## config.mk

```make
export PLATFORM = sky130hd
export DESIGN_NAME = tag_net_top
export DESIGN_NICKNAME = d
export VERILOG_FILES = /design/src/design/tag_line_pkg.sv /design/src/design/tag_pkt_pkg.sv /design/src/design/tag_client_recv.sv /design/src/design/tag_client_unsync.sv /design/src/design/tag_master.sv /design/src/design/tag_net_top.sv
export VERILOG_INCLUDE_DIRS = /design/src /design/src/design
export SDC_FILE = /design/constraint.sdc
export NUM_CORES = 1
export LEC_CHECK = 0
export BUFFER_PORTS_ARGS = -buffer_cell sky130_fd_sc_hd__buf_2
export CORE_MARGIN = 10
export CORE_UTILIZATION = 29
export CTS_CLUSTER_DIAMETER = 100
export DETAILED_ROUTE_END_ITERATION = 10
export MAX_ROUTING_LAYER = met4
export PLACE_DENSITY_LB_ADDON = 0.12
export SYNTH_ARGS = -nofsm -noshare
export SYNTH_HDL_FRONTEND = slang
export SYNTH_SLANG_ARGS = --single-unit
```

## constraint.sdc

```tcl
create_clock -name bsg_tag_i -period 1.8 [get_ports bsg_tag_i]
set_input_delay 0.09 -clock bsg_tag_i [delete_from_list [all_inputs] [get_ports bsg_tag_i]]
set_output_delay 0.09 -clock bsg_tag_i [all_outputs]
set_load 0.01 [all_outputs]
```

## src/design/tag_net_consts.svh

```systemverilog
// sizing for the tag network; node id width must cover TAG_NUM_CLIENTS
// TAG_HDR_W is derived, so change node or length width and not the sum
`ifndef TAG_NET_CONSTS_SVH
`define TAG_NET_CONSTS_SVH

// number of client nodes hanging off the master
`define TAG_NUM_CLIENTS 4

// bits held by each client register
`define TAG_CLIENT_W 8

// node id field width in the packet header
`define TAG_NODE_W 2

// payload length field width, so 0 to 15 payload bits
`define TAG_LEN_W 4

// header bits that follow the start bit:
// node id, then data_not_reset, then length
`define TAG_HDR_W (`TAG_NODE_W + 1 + `TAG_LEN_W)

`endif

```

## src/design/tag_line_pkg.sv

```systemverilog
// line codes: op high shifts param in, op low with param high is client reset
// both low is idle; a line is a plain level with no handshake
`include "tag_net_consts.svh"

package tag_line_pkg;

   // one serial line from the master to a client
   typedef struct packed
   {
      logic op;
      logic param;
   } tag_line_s;

   // what one receive stage hands to the user
   // data only moves when new_val pulses
   typedef struct packed
   {
      logic [`TAG_CLIENT_W-1:0] data;
      logic                     new_val;
      logic                     client_reset;
   } tag_client_out_s;

endpackage

```

## src/design/tag_pkt_pkg.sv

```systemverilog
// packet layout is start bit, node, data_not_reset, len, payload
// all header fields arrive MSB first
`include "tag_net_consts.svh"

package tag_pkt_pkg;

   // header as it sits after TAG_HDR_W shifts
   // field order matches the wire order, node first
   typedef struct packed
   {
      // addressed client
      logic [`TAG_NODE_W-1:0] node;
      // 1 = shift payload in, 0 = hold client in reset
      logic                   data_not_reset;
      // payload cycles that follow, zero means none
      logic [`TAG_LEN_W-1:0]  len;
   } tag_hdr_s;

   // master parser states
   typedef enum logic [1:0]
   {
      // waiting for a start bit, zeros are idle
      e_idle    = 2'd0,
      // collecting header bits
      e_header  = 2'd1,
      // forwarding payload to one line
      e_payload = 2'd2
   } tag_master_state_e;

endpackage

```

## src/design/tag_client_recv.sv

```systemverilog
// single clock domain, no synchronizer; data is stable between new_val pulses
// client_reset follows the registered reset code, shift the value in before it drops
`timescale 1ns/1ps
`include "tag_net_consts.svh"

module tag_client_recv
   (
      input  logic                             bsg_tag_i,
      input  logic                             reset_i,
      input  tag_line_pkg::tag_line_s          line_i,
      input  logic [`TAG_CLIENT_W-1:0]         data_async_i,
      output tag_line_pkg::tag_client_out_s    client_o
   );

   // local copy of the line, in step with the unsync stage's copy
   logic op_r;
   logic param_r;

   // a shift op was seen last cycle
   logic shift_run_r;

   logic new_val_r;
   logic [`TAG_CLIENT_W-1:0] data_r;

   // first idle cycle after a run of shifts
   // unsync data has settled by now
   wire run_end = ~op_r & shift_run_r;

   // reset code as seen on the registered line
   wire reset_code = ~op_r & param_r;

   always_ff @(posedge bsg_tag_i)
   begin
      if (reset_i)
      begin
         op_r        <= 1'b0;
         param_r     <= 1'b0;
         shift_run_r <= 1'b0;
         new_val_r   <= 1'b0;
      end
      else
      begin
         op_r        <= line_i.op;
         param_r     <= line_i.param;
         shift_run_r <= op_r;
         new_val_r   <= run_end;
      end
   end

   // published value only moves at the end of a run
   always_ff @(posedge bsg_tag_i)
   begin
      if (run_end)
         data_r <= data_async_i;
   end

   assign client_o.data         = data_r;
   assign client_o.new_val      = new_val_r;
   assign client_o.client_reset = reset_code;

   // a reset sequence and a data update never overlap at the client
   a_no_val_in_reset: assert property (@(posedge bsg_tag_i) disable iff (reset_i)
      !(new_val_r && reset_code))
      else $error("new_val and client_reset high together");

   // one pulse per shift run
   a_val_pulse: assert property (@(posedge bsg_tag_i) disable iff (reset_i)
      new_val_r |=> !new_val_r)
      else $error("new_val held for more than one cycle");

endmodule

```

## src/design/tag_client_unsync.sv

```systemverilog
// raw shift register, intermediate values are visible while shifting
// no reset, so contents are unknown until a full width has been shifted in
`timescale 1ns/1ps
`include "tag_net_consts.svh"

module tag_client_unsync
   (
      input  logic                       bsg_tag_i,
      input  tag_line_pkg::tag_line_s    line_i,
      output logic [`TAG_CLIENT_W-1:0]   data_async_r_o
   );

   localparam int width_lp = `TAG_CLIENT_W;

   // line registered once before use
   logic op_r;
   logic param_r;

   logic [width_lp-1:0] data_r;
   logic [width_lp-1:0] data_shift;

   always_ff @(posedge bsg_tag_i)
   begin
      op_r    <= line_i.op;
      param_r <= line_i.param;
   end

   // new bit enters at the MSB, older bits walk toward the LSB
   // so the first bit of a full-width payload ends up in bit 0
   if (width_lp > 1)
   begin : g_shift
      assign data_shift = {param_r, data_r[width_lp-1:1]};
   end
   else
   begin : g_shift
      assign data_shift = param_r;
   end

   // reset code and idle both leave the value alone
   always_ff @(posedge bsg_tag_i)
   begin
      if (op_r)
         data_r <= data_shift;
   end

   // changes two cycles after the line does
   assign data_async_r_o = data_r;

endmodule

```

## src/design/tag_master.sv

```systemverilog
// one stream bit per cycle with no valid; a 1 seen while idle starts a packet
// node ids at or above TAG_NUM_CLIENTS are parsed but drive no line
`timescale 1ns/1ps
`include "tag_net_consts.svh"

module tag_master
   (
      input  logic                                              bsg_tag_i,
      input  logic                                              reset_i,
      input  logic                                              tag_bit_i,
      output tag_line_pkg::tag_line_s [`TAG_NUM_CLIENTS-1:0]    lines_o
   );

   localparam int hdr_w_lp     = `TAG_HDR_W;
   localparam int hdr_cnt_w_lp = $clog2(hdr_w_lp);
   localparam int len_w_lp     = `TAG_LEN_W;
   localparam int node_w_lp    = `TAG_NODE_W;

   tag_pkt_pkg::tag_master_state_e state_r, state_n;

   // header shift register, fully valid once the last header bit is in
   tag_pkt_pkg::tag_hdr_s hdr_r, hdr_n;

   logic [hdr_cnt_w_lp-1:0] hdr_cnt_r;
   logic [len_w_lp-1:0]     len_cnt_r;

   tag_line_pkg::tag_line_s [`TAG_NUM_CLIENTS-1:0] lines_r, lines_n;

   // per line non-idle flags, for the one-hot check
   logic [`TAG_NUM_CLIENTS-1:0] busy;

   // header with the current bit shifted in at the LSB
   assign hdr_n = tag_pkt_pkg::tag_hdr_s'({hdr_r[hdr_w_lp-2:0], tag_bit_i});

   // this cycle carries the final header bit
   wire hdr_last = (hdr_cnt_r == hdr_cnt_w_lp'(hdr_w_lp - 1));

   // this cycle carries the final payload bit
   wire pay_last = (len_cnt_r == len_w_lp'(1));

   always_comb
   begin
      state_n = state_r;
      case (state_r)
         tag_pkt_pkg::e_idle:
         begin
            if (tag_bit_i)
               state_n = tag_pkt_pkg::e_header;
         end
         tag_pkt_pkg::e_header:
         begin
            // zero length skips straight back, no line activity
            if (hdr_last)
               state_n = (hdr_n.len == '0) ? tag_pkt_pkg::e_idle
                                           : tag_pkt_pkg::e_payload;
         end
         tag_pkt_pkg::e_payload:
         begin
            // back in idle next cycle, so a start bit can follow directly
            if (pay_last)
               state_n = tag_pkt_pkg::e_idle;
         end
         default:
            state_n = tag_pkt_pkg::e_idle;
      endcase
   end

   always_ff @(posedge bsg_tag_i)
   begin
      if (reset_i)
         // partial packets are dropped
         state_r <= tag_pkt_pkg::e_idle;
      else
         state_r <= state_n;
   end

   // header and payload counters
   // only meaningful in the state that loads them
   always_ff @(posedge bsg_tag_i)
   begin
      if (state_r == tag_pkt_pkg::e_header)
         hdr_cnt_r <= hdr_cnt_r + 1'b1;
      else
         hdr_cnt_r <= '0;

      if (state_r == tag_pkt_pkg::e_header)
         hdr_r <= hdr_n;

      if ((state_r == tag_pkt_pkg::e_header) && hdr_last)
         len_cnt_r <= hdr_n.len;
      else if (state_r == tag_pkt_pkg::e_payload)
         len_cnt_r <= len_cnt_r - 1'b1;
   end

   // next line values; only the addressed node leaves idle
   always_comb
   begin
      lines_n = '0;
      if (state_r == tag_pkt_pkg::e_payload)
      begin
         for (int i = 0; i < `TAG_NUM_CLIENTS; i++)
         begin
            if (hdr_r.node == node_w_lp'(i))
            begin
               // data: op high, param carries the bit
               // reset: op low, param high, payload bit ignored
               lines_n[i].op    = hdr_r.data_not_reset;
               lines_n[i].param = hdr_r.data_not_reset ? tag_bit_i : 1'b1;
            end
         end
      end
   end

   // bit sampled at edge t shows up on the line right after t
   always_ff @(posedge bsg_tag_i)
   begin
      if (reset_i)
         lines_r <= '0;
      else
         lines_r <= lines_n;
   end

   assign lines_o = lines_r;

   always_comb
   begin
      for (int i = 0; i < `TAG_NUM_CLIENTS; i++)
         busy[i] = lines_r[i].op | lines_r[i].param;
   end

   // clients see at most one active line per cycle
   a_one_line: assert property (@(posedge bsg_tag_i) disable iff (reset_i)
      $onehot0(busy))
      else $error("tag_master drives more than one line");

endmodule

```

## src/design/tag_net_top.sv

```systemverilog
// one master feeding TAG_NUM_CLIENTS client pairs, all on bsg_tag_i
// tag_bit_i carries one bit per cycle with zeros as idle
`timescale 1ns/1ps
`include "tag_net_consts.svh"

module tag_net_top
   (
      input  logic                                                bsg_tag_i,
      input  logic                                                reset_i,
      input  logic                                                tag_bit_i,
      output tag_line_pkg::tag_client_out_s [`TAG_NUM_CLIENTS-1:0] clients_o
   );

   // one op/param line per client
   tag_line_pkg::tag_line_s [`TAG_NUM_CLIENTS-1:0] lines_w;

   // raw shift register contents, per client
   logic [`TAG_NUM_CLIENTS-1:0][`TAG_CLIENT_W-1:0] data_async_w;

   tag_master master0
      (
         .bsg_tag_i (bsg_tag_i),
         .reset_i   (reset_i),
         .tag_bit_i (tag_bit_i),
         .lines_o   (lines_w)
      );

   for (genvar i = 0; i < `TAG_NUM_CLIENTS; i++)
   begin : g_client
      // shift side
      tag_client_unsync unsync0
         (
            .bsg_tag_i      (bsg_tag_i),
            .line_i         (lines_w[i]),
            .data_async_r_o (data_async_w[i])
         );

      // receive side sees the same line as the shift side
      tag_client_recv recv0
         (
            .bsg_tag_i    (bsg_tag_i),
            .reset_i      (reset_i),
            .line_i       (lines_w[i]),
            .data_async_i (data_async_w[i]),
            .client_o     (clients_o[i])
         );
   end

endmodule

```

# Word-level counts from Yosys, hierarchy flattened
# Cells that the tools add are included.
# op_classes
muxes,8
bitwise_logic,17
n_eq_ne,10
add_sub_neg,2
reduce_logical,10
# op_table
op,count
$reduce_or A3 Y1,4
$not A1 Y1,9
$and A1 B1 Y1,8
$mux W2,4
$mux W4,2
$eq A2 B2 Y1 const B,3
$pmux W2 S3,1
$eq A2 B1 Y1 const B,2
$eq A4 B1 Y1 const B,1
$logic_not A2 Y1,2
$logic_not A4 Y1,1
$ne A2 B1 Y1 const B,2
$sub A4 B1 Y4 const B,1
$add A3 B1 Y3 const B,1
$eq A3 B3 Y1 const B,1
$reduce_and A3 Y1,1
$ne A2 B2 Y1 const B,1
$reduce_bool A2 Y1,1
$logic_and A1 B1 Y1,1
$mux W1,1
# totals
reg_bits,112
output_inout_bits,40
inputBits,3
elab_cells,93

# Logic depth before layout (Yosys ltp)
# logic_depth
ltp_word,4
mapped_depth,5

# Modules after synthesis
# From an unflattened synthesis, not the netlist that was laid out.
# hier_totals
cells_unflattened,194
hier_area_um2,3534.6
# by_module_without_submodules
mod,seq_area_each_um2,area_per_inst_um2,n_inst,cells_each
tag_client_recv,320.3,379.1,4,20
tag_client_unsync,280.3,280.3,4,10
tag_master,590.6,897.1,1,74

# Worst setup path before layout
# Ideal clock, no wire load.
# synth_path
path_type,flip-flop to flip-flop
startpoint,register master0.hdr_cnt_r[0]
endpoint,"register master0.len_cnt_r[0], enable pin"
path_stages_with_launch,5
setup_ns,0.311
t_arrival_ns,0.951
n_path_buf,0
slack_ns,0.538
required_ns,1.489
path_cell_list,dfxtp_1 > inv_1 > ha_1 > nand4b_1 > nand2_1
# synth_between
elab_chain_cells,3
# synth_rtl
element,line,source
"start, declared",tag_master.sv:24,logic [hdr_cnt_w_lp-1:0] hdr_cnt_r;
"start signal, assigned",tag_master.sv:82,hdr_cnt_r <= hdr_cnt_r + 1'b1;
$eq A3 B3 Y1,tag_master.sv:36,wire hdr_last = (hdr_cnt_r == hdr_cnt_w_lp'(hdr_w_lp - 1));
$logic_and A1 B1 Y1,tag_master.sv:89,if ((state_r == tag_pkt_pkg::e_header) && hdr_last)
$reduce_bool A2 Y1 (no line),-,
"end signal, assigned",tag_master.sv:90,len_cnt_r <= hdr_n.len;
"end signal, assigned",tag_master.sv:92,len_cnt_r <= len_cnt_r - 1'b1;
"end, declared",tag_master.sv:25,logic [len_w_lp-1:0] len_cnt_r;
# No other way between the ends.
# A chain may end at the register's enable or synchronous reset.

# Worst setup path after layout
# Ends and elaborated chain as after synthesis.

==> results.py <==
metrics = {
    "placement": {
        "place_area_mm2": 0.00388,
        "numPortBuffers": 42,
        "place.gp.congestion": 0.696,
        "preCtsSetupSlack_ps": 421,
        "hpwlAfterDp_um": 3460,
    },
    "sta": {
        "setup_slack_ps": 417,
        "rsz0062_at_grt": "false",
        "slew_headroom_pct": 72.2,
        "drv_slew": 0,
        "holdWs_ps": 27.2,
        "fin_worst_skew_ps": 5.96,
        "period_minus_slack_ps": 1380,
        "hold_viol": 0,
        "clock.fmax_mhz": 723,
        "setup_viol": 0,
        "tns_ps": 0,
        "worstMarginPinSlew_ps": 416,
        "finalCritPeriodShare_pct": 76.8,
    },
    "route": {
        "drt_wl_total_um": 5140,
        "drt-met1-wl_um": 2380,
        "routedWlPerCell_um": 13.0,
        "dr_wl_met2_um": 2260,
        "avgViaCountPerCell": 4.01,
        "wl_met3_um": 371,
        "ant_nets": 0,
        "route.detailed.drc": 0,
        "dr.pass1.iters": 4,
        "drt-initial-drc-count": 62,
        "vias": 1582,
        "routed.top_layer": "met4",
    },
    "floorplanning": {
        "rows": 40,
        "fp.dieArea_mm2": 0.0170,
        "die_x_um": 130,
        "dieHeight_um": 130,
        "initial_core_util_pct": 29.5,
        "pin_count": 43,
        "core-area_mm2": 0.0120,
    },
    "critical_path": {
        "cp_slowest_cell": "dfxtp_1",
        "end_kind": "flip-flop",
        "arrival_ps": 1410,
        "worstSetupPathType": "reg -> reg",
        "cp_num_buf_inv": 1,
        "critPathLaunchType": "flip-flop",
        "crit_path_max_incr_delay_ps": 320,
        "critical_path_required_ps": 1830,
        "crit_family": "simple AND/OR/NAND/NOR gates",
        "crit_chain": "inv_1, ha_1, nand4b_1, nand2_1",
        "path_max_fanout": 9,
    },
    "clocking": {
        "numCtsBuffers": 9,
        "insertion_delay_ps": 330,
        "htreeDepth": 3,
        "post_cts_buffers": 0,
        "ctsResizeCount": 0,
        "clk_root_buffer_cell": "clkbuf_16",
        "clockBufferDepth": 2,
        "cts_tree": "built",
        "clock-sinks": 112,
        "clkTransAtPathRegs_ps": 70,
        "cts_hold_buffers": 0,
    },
    "pwr": {
        "leakage_nw": 1.50,
        "ir_drop_uv": 385,
        "p_per_area_mw_per_mm2": 1100,
    },
    "finish": {
        "layout_common_cells": "edfxtp_1 (75), buf_2 (42), dfxtp_1 (37)",
        "diodes": 0,
        "layout_commonest_cell": "edfxtp_1",
        "drive_gt1_share_pct": 24.6,
        "area_delta_synth_final_pct": 17.4,
        "design_area_mm2": 0.00414,
        "nets": 250,
    },
    "synthesis": {
        "syn-num-nets": 203,
        "async_flop_share_pct": 0,
        "ys.warnings.count": 0,
        "netlist_area_mm2": 0.00352,
        "ys_seq_area_share_pct": 84.9,
        "avgSynthCellArea_um2": 18.0,
        "synthFlopType": "edfxtp_1",
        "synth_cell_types": 23,
        "synth_edf_count": 75,
        "synth_seq_cells": 112,
        "synth_cells": 196,
    },
    "grt": {
        "grt_start_max_net_pins": 21,
        "antenna_found_initial": 0,
        "overflow": 0,
        "grt_pass1_vias": 1610,
        "globalRouteTotalUtil_pct": 6.69,
        "grt_pass1_wl_um": 8400,
    },
    "min_path": {
        "hold_class": "in -> reg",
    },
    "job": {
        "max_cap_viol_count": 0,
    },
    "outcome": {
        "outcome": "completed",
    },
}
metrics by stage:
step	power (mW)	std cells	util (%)
floorplan	2.85	196	-
global placement	2.87	379	32.4
detailed placement	2.87	379	32.4
CTS	4.63	395	34.6
global route	4.73	395	34.6
finish	4.56	395	34.6
per-layer routing:
layer / GRT usage [%] / vias up
li1: - / 780
met1: 8.29 / 757
met2: 9.00 / 35
met3: 2.15 / 10
met4: 4.76 / 0
met5: - / -
Yosys cell counts (all sizes together) (2+ instances only):
master   n  area, um2
nor3     5       30.0
xnor2    3       26.3
nor2b   26        163
edfxtp  75       2250
buf      9       65.1
nand2b   4       32.5
nand2    2       7.51
dfxtp   37        741
nor4     2       12.5
ha       4       50.1
nor2    14       52.6
inv      4       15.0
a21oi    4       20.0
worst register-to-register path, stage by stage, from the launching register on:
cell and delay, ps:
dfxtp_1 320, inv_1 60, ha_1 150, nand4b_1 290, nand2_1 260
final timing paths:
kind                                    from                          endpoint  slack, ps  cells after the start
max          master0.hdr_cnt_r[0]$_SDFF_PP0_    master0.len_cnt_r[0]$_DFFE_PP_        420                      4
min                                tag_bit_i        master0.hdr_n[1]$_DFFE_PN_         30                      1
max reg2reg  master0.hdr_cnt_r[0]$_SDFF_PP0_    master0.len_cnt_r[0]$_DFFE_PP_        420                      4
min reg2reg    master0.lines_o[7]$_SDFF_PP0_  g_client[3].unsync0.op_r$_DFF_P_        350                      0
where the power goes:
part	leakage [nW]	switching (mW)	total (mW)	internal [mW]
sequential	0.975	0.0185	2.76	2.74
combinational	0.406	0.0332	0.0537	0.0205
clock	0.122	0.821	1.75	0.924
total	1.50	0.873	4.56	3.69
sequential cells by signal (all words and copies together) (netlist names):
name,count
master0.hdr_n,6
g_client.recv0.data_r,32
g_client.unsync0.data_async_r_o,32
g_client.unsync0.param_r,4
master0.lines_o,8
master0.state_r,2
master0.hdr_cnt_r,3
g_client.recv0.op_r,4
g_client.recv0.shift_run_r,4
master0.hdr_r,1
g_client.recv0.param_r,4
g_client.recv0.new_val_r,4
g_client.unsync0.op_r,4
master0.len_cnt_r,4
cell families (layout without fill, tap and decap cells):
kind of cell | count (synthesis) | count (layout) | synth area share [%]
AOI/OAI and AO/OA | 5 | 5 | 0.817
adders and majority gates | 4 | 4 | 1.42
DFF | 112 | 112 | 84.9
and+or+nand+nor | 58 | 58 | 9.73
xor gates and xnor gates | 3 | 3 | 0.746
buffers and inverters | 14 | 66 | 2.38
cell type report:
type	count	area, um2
multi-input cells	70	448
fillers	1162	7830
clock inverters	5	23.8
clock buffers	11	233
repair buffers	46	240
well taps	147	184
flip-flops and latches	112	2990
inverters	4	15.0
Note: power is estimated with default switching activity, not from simulation.
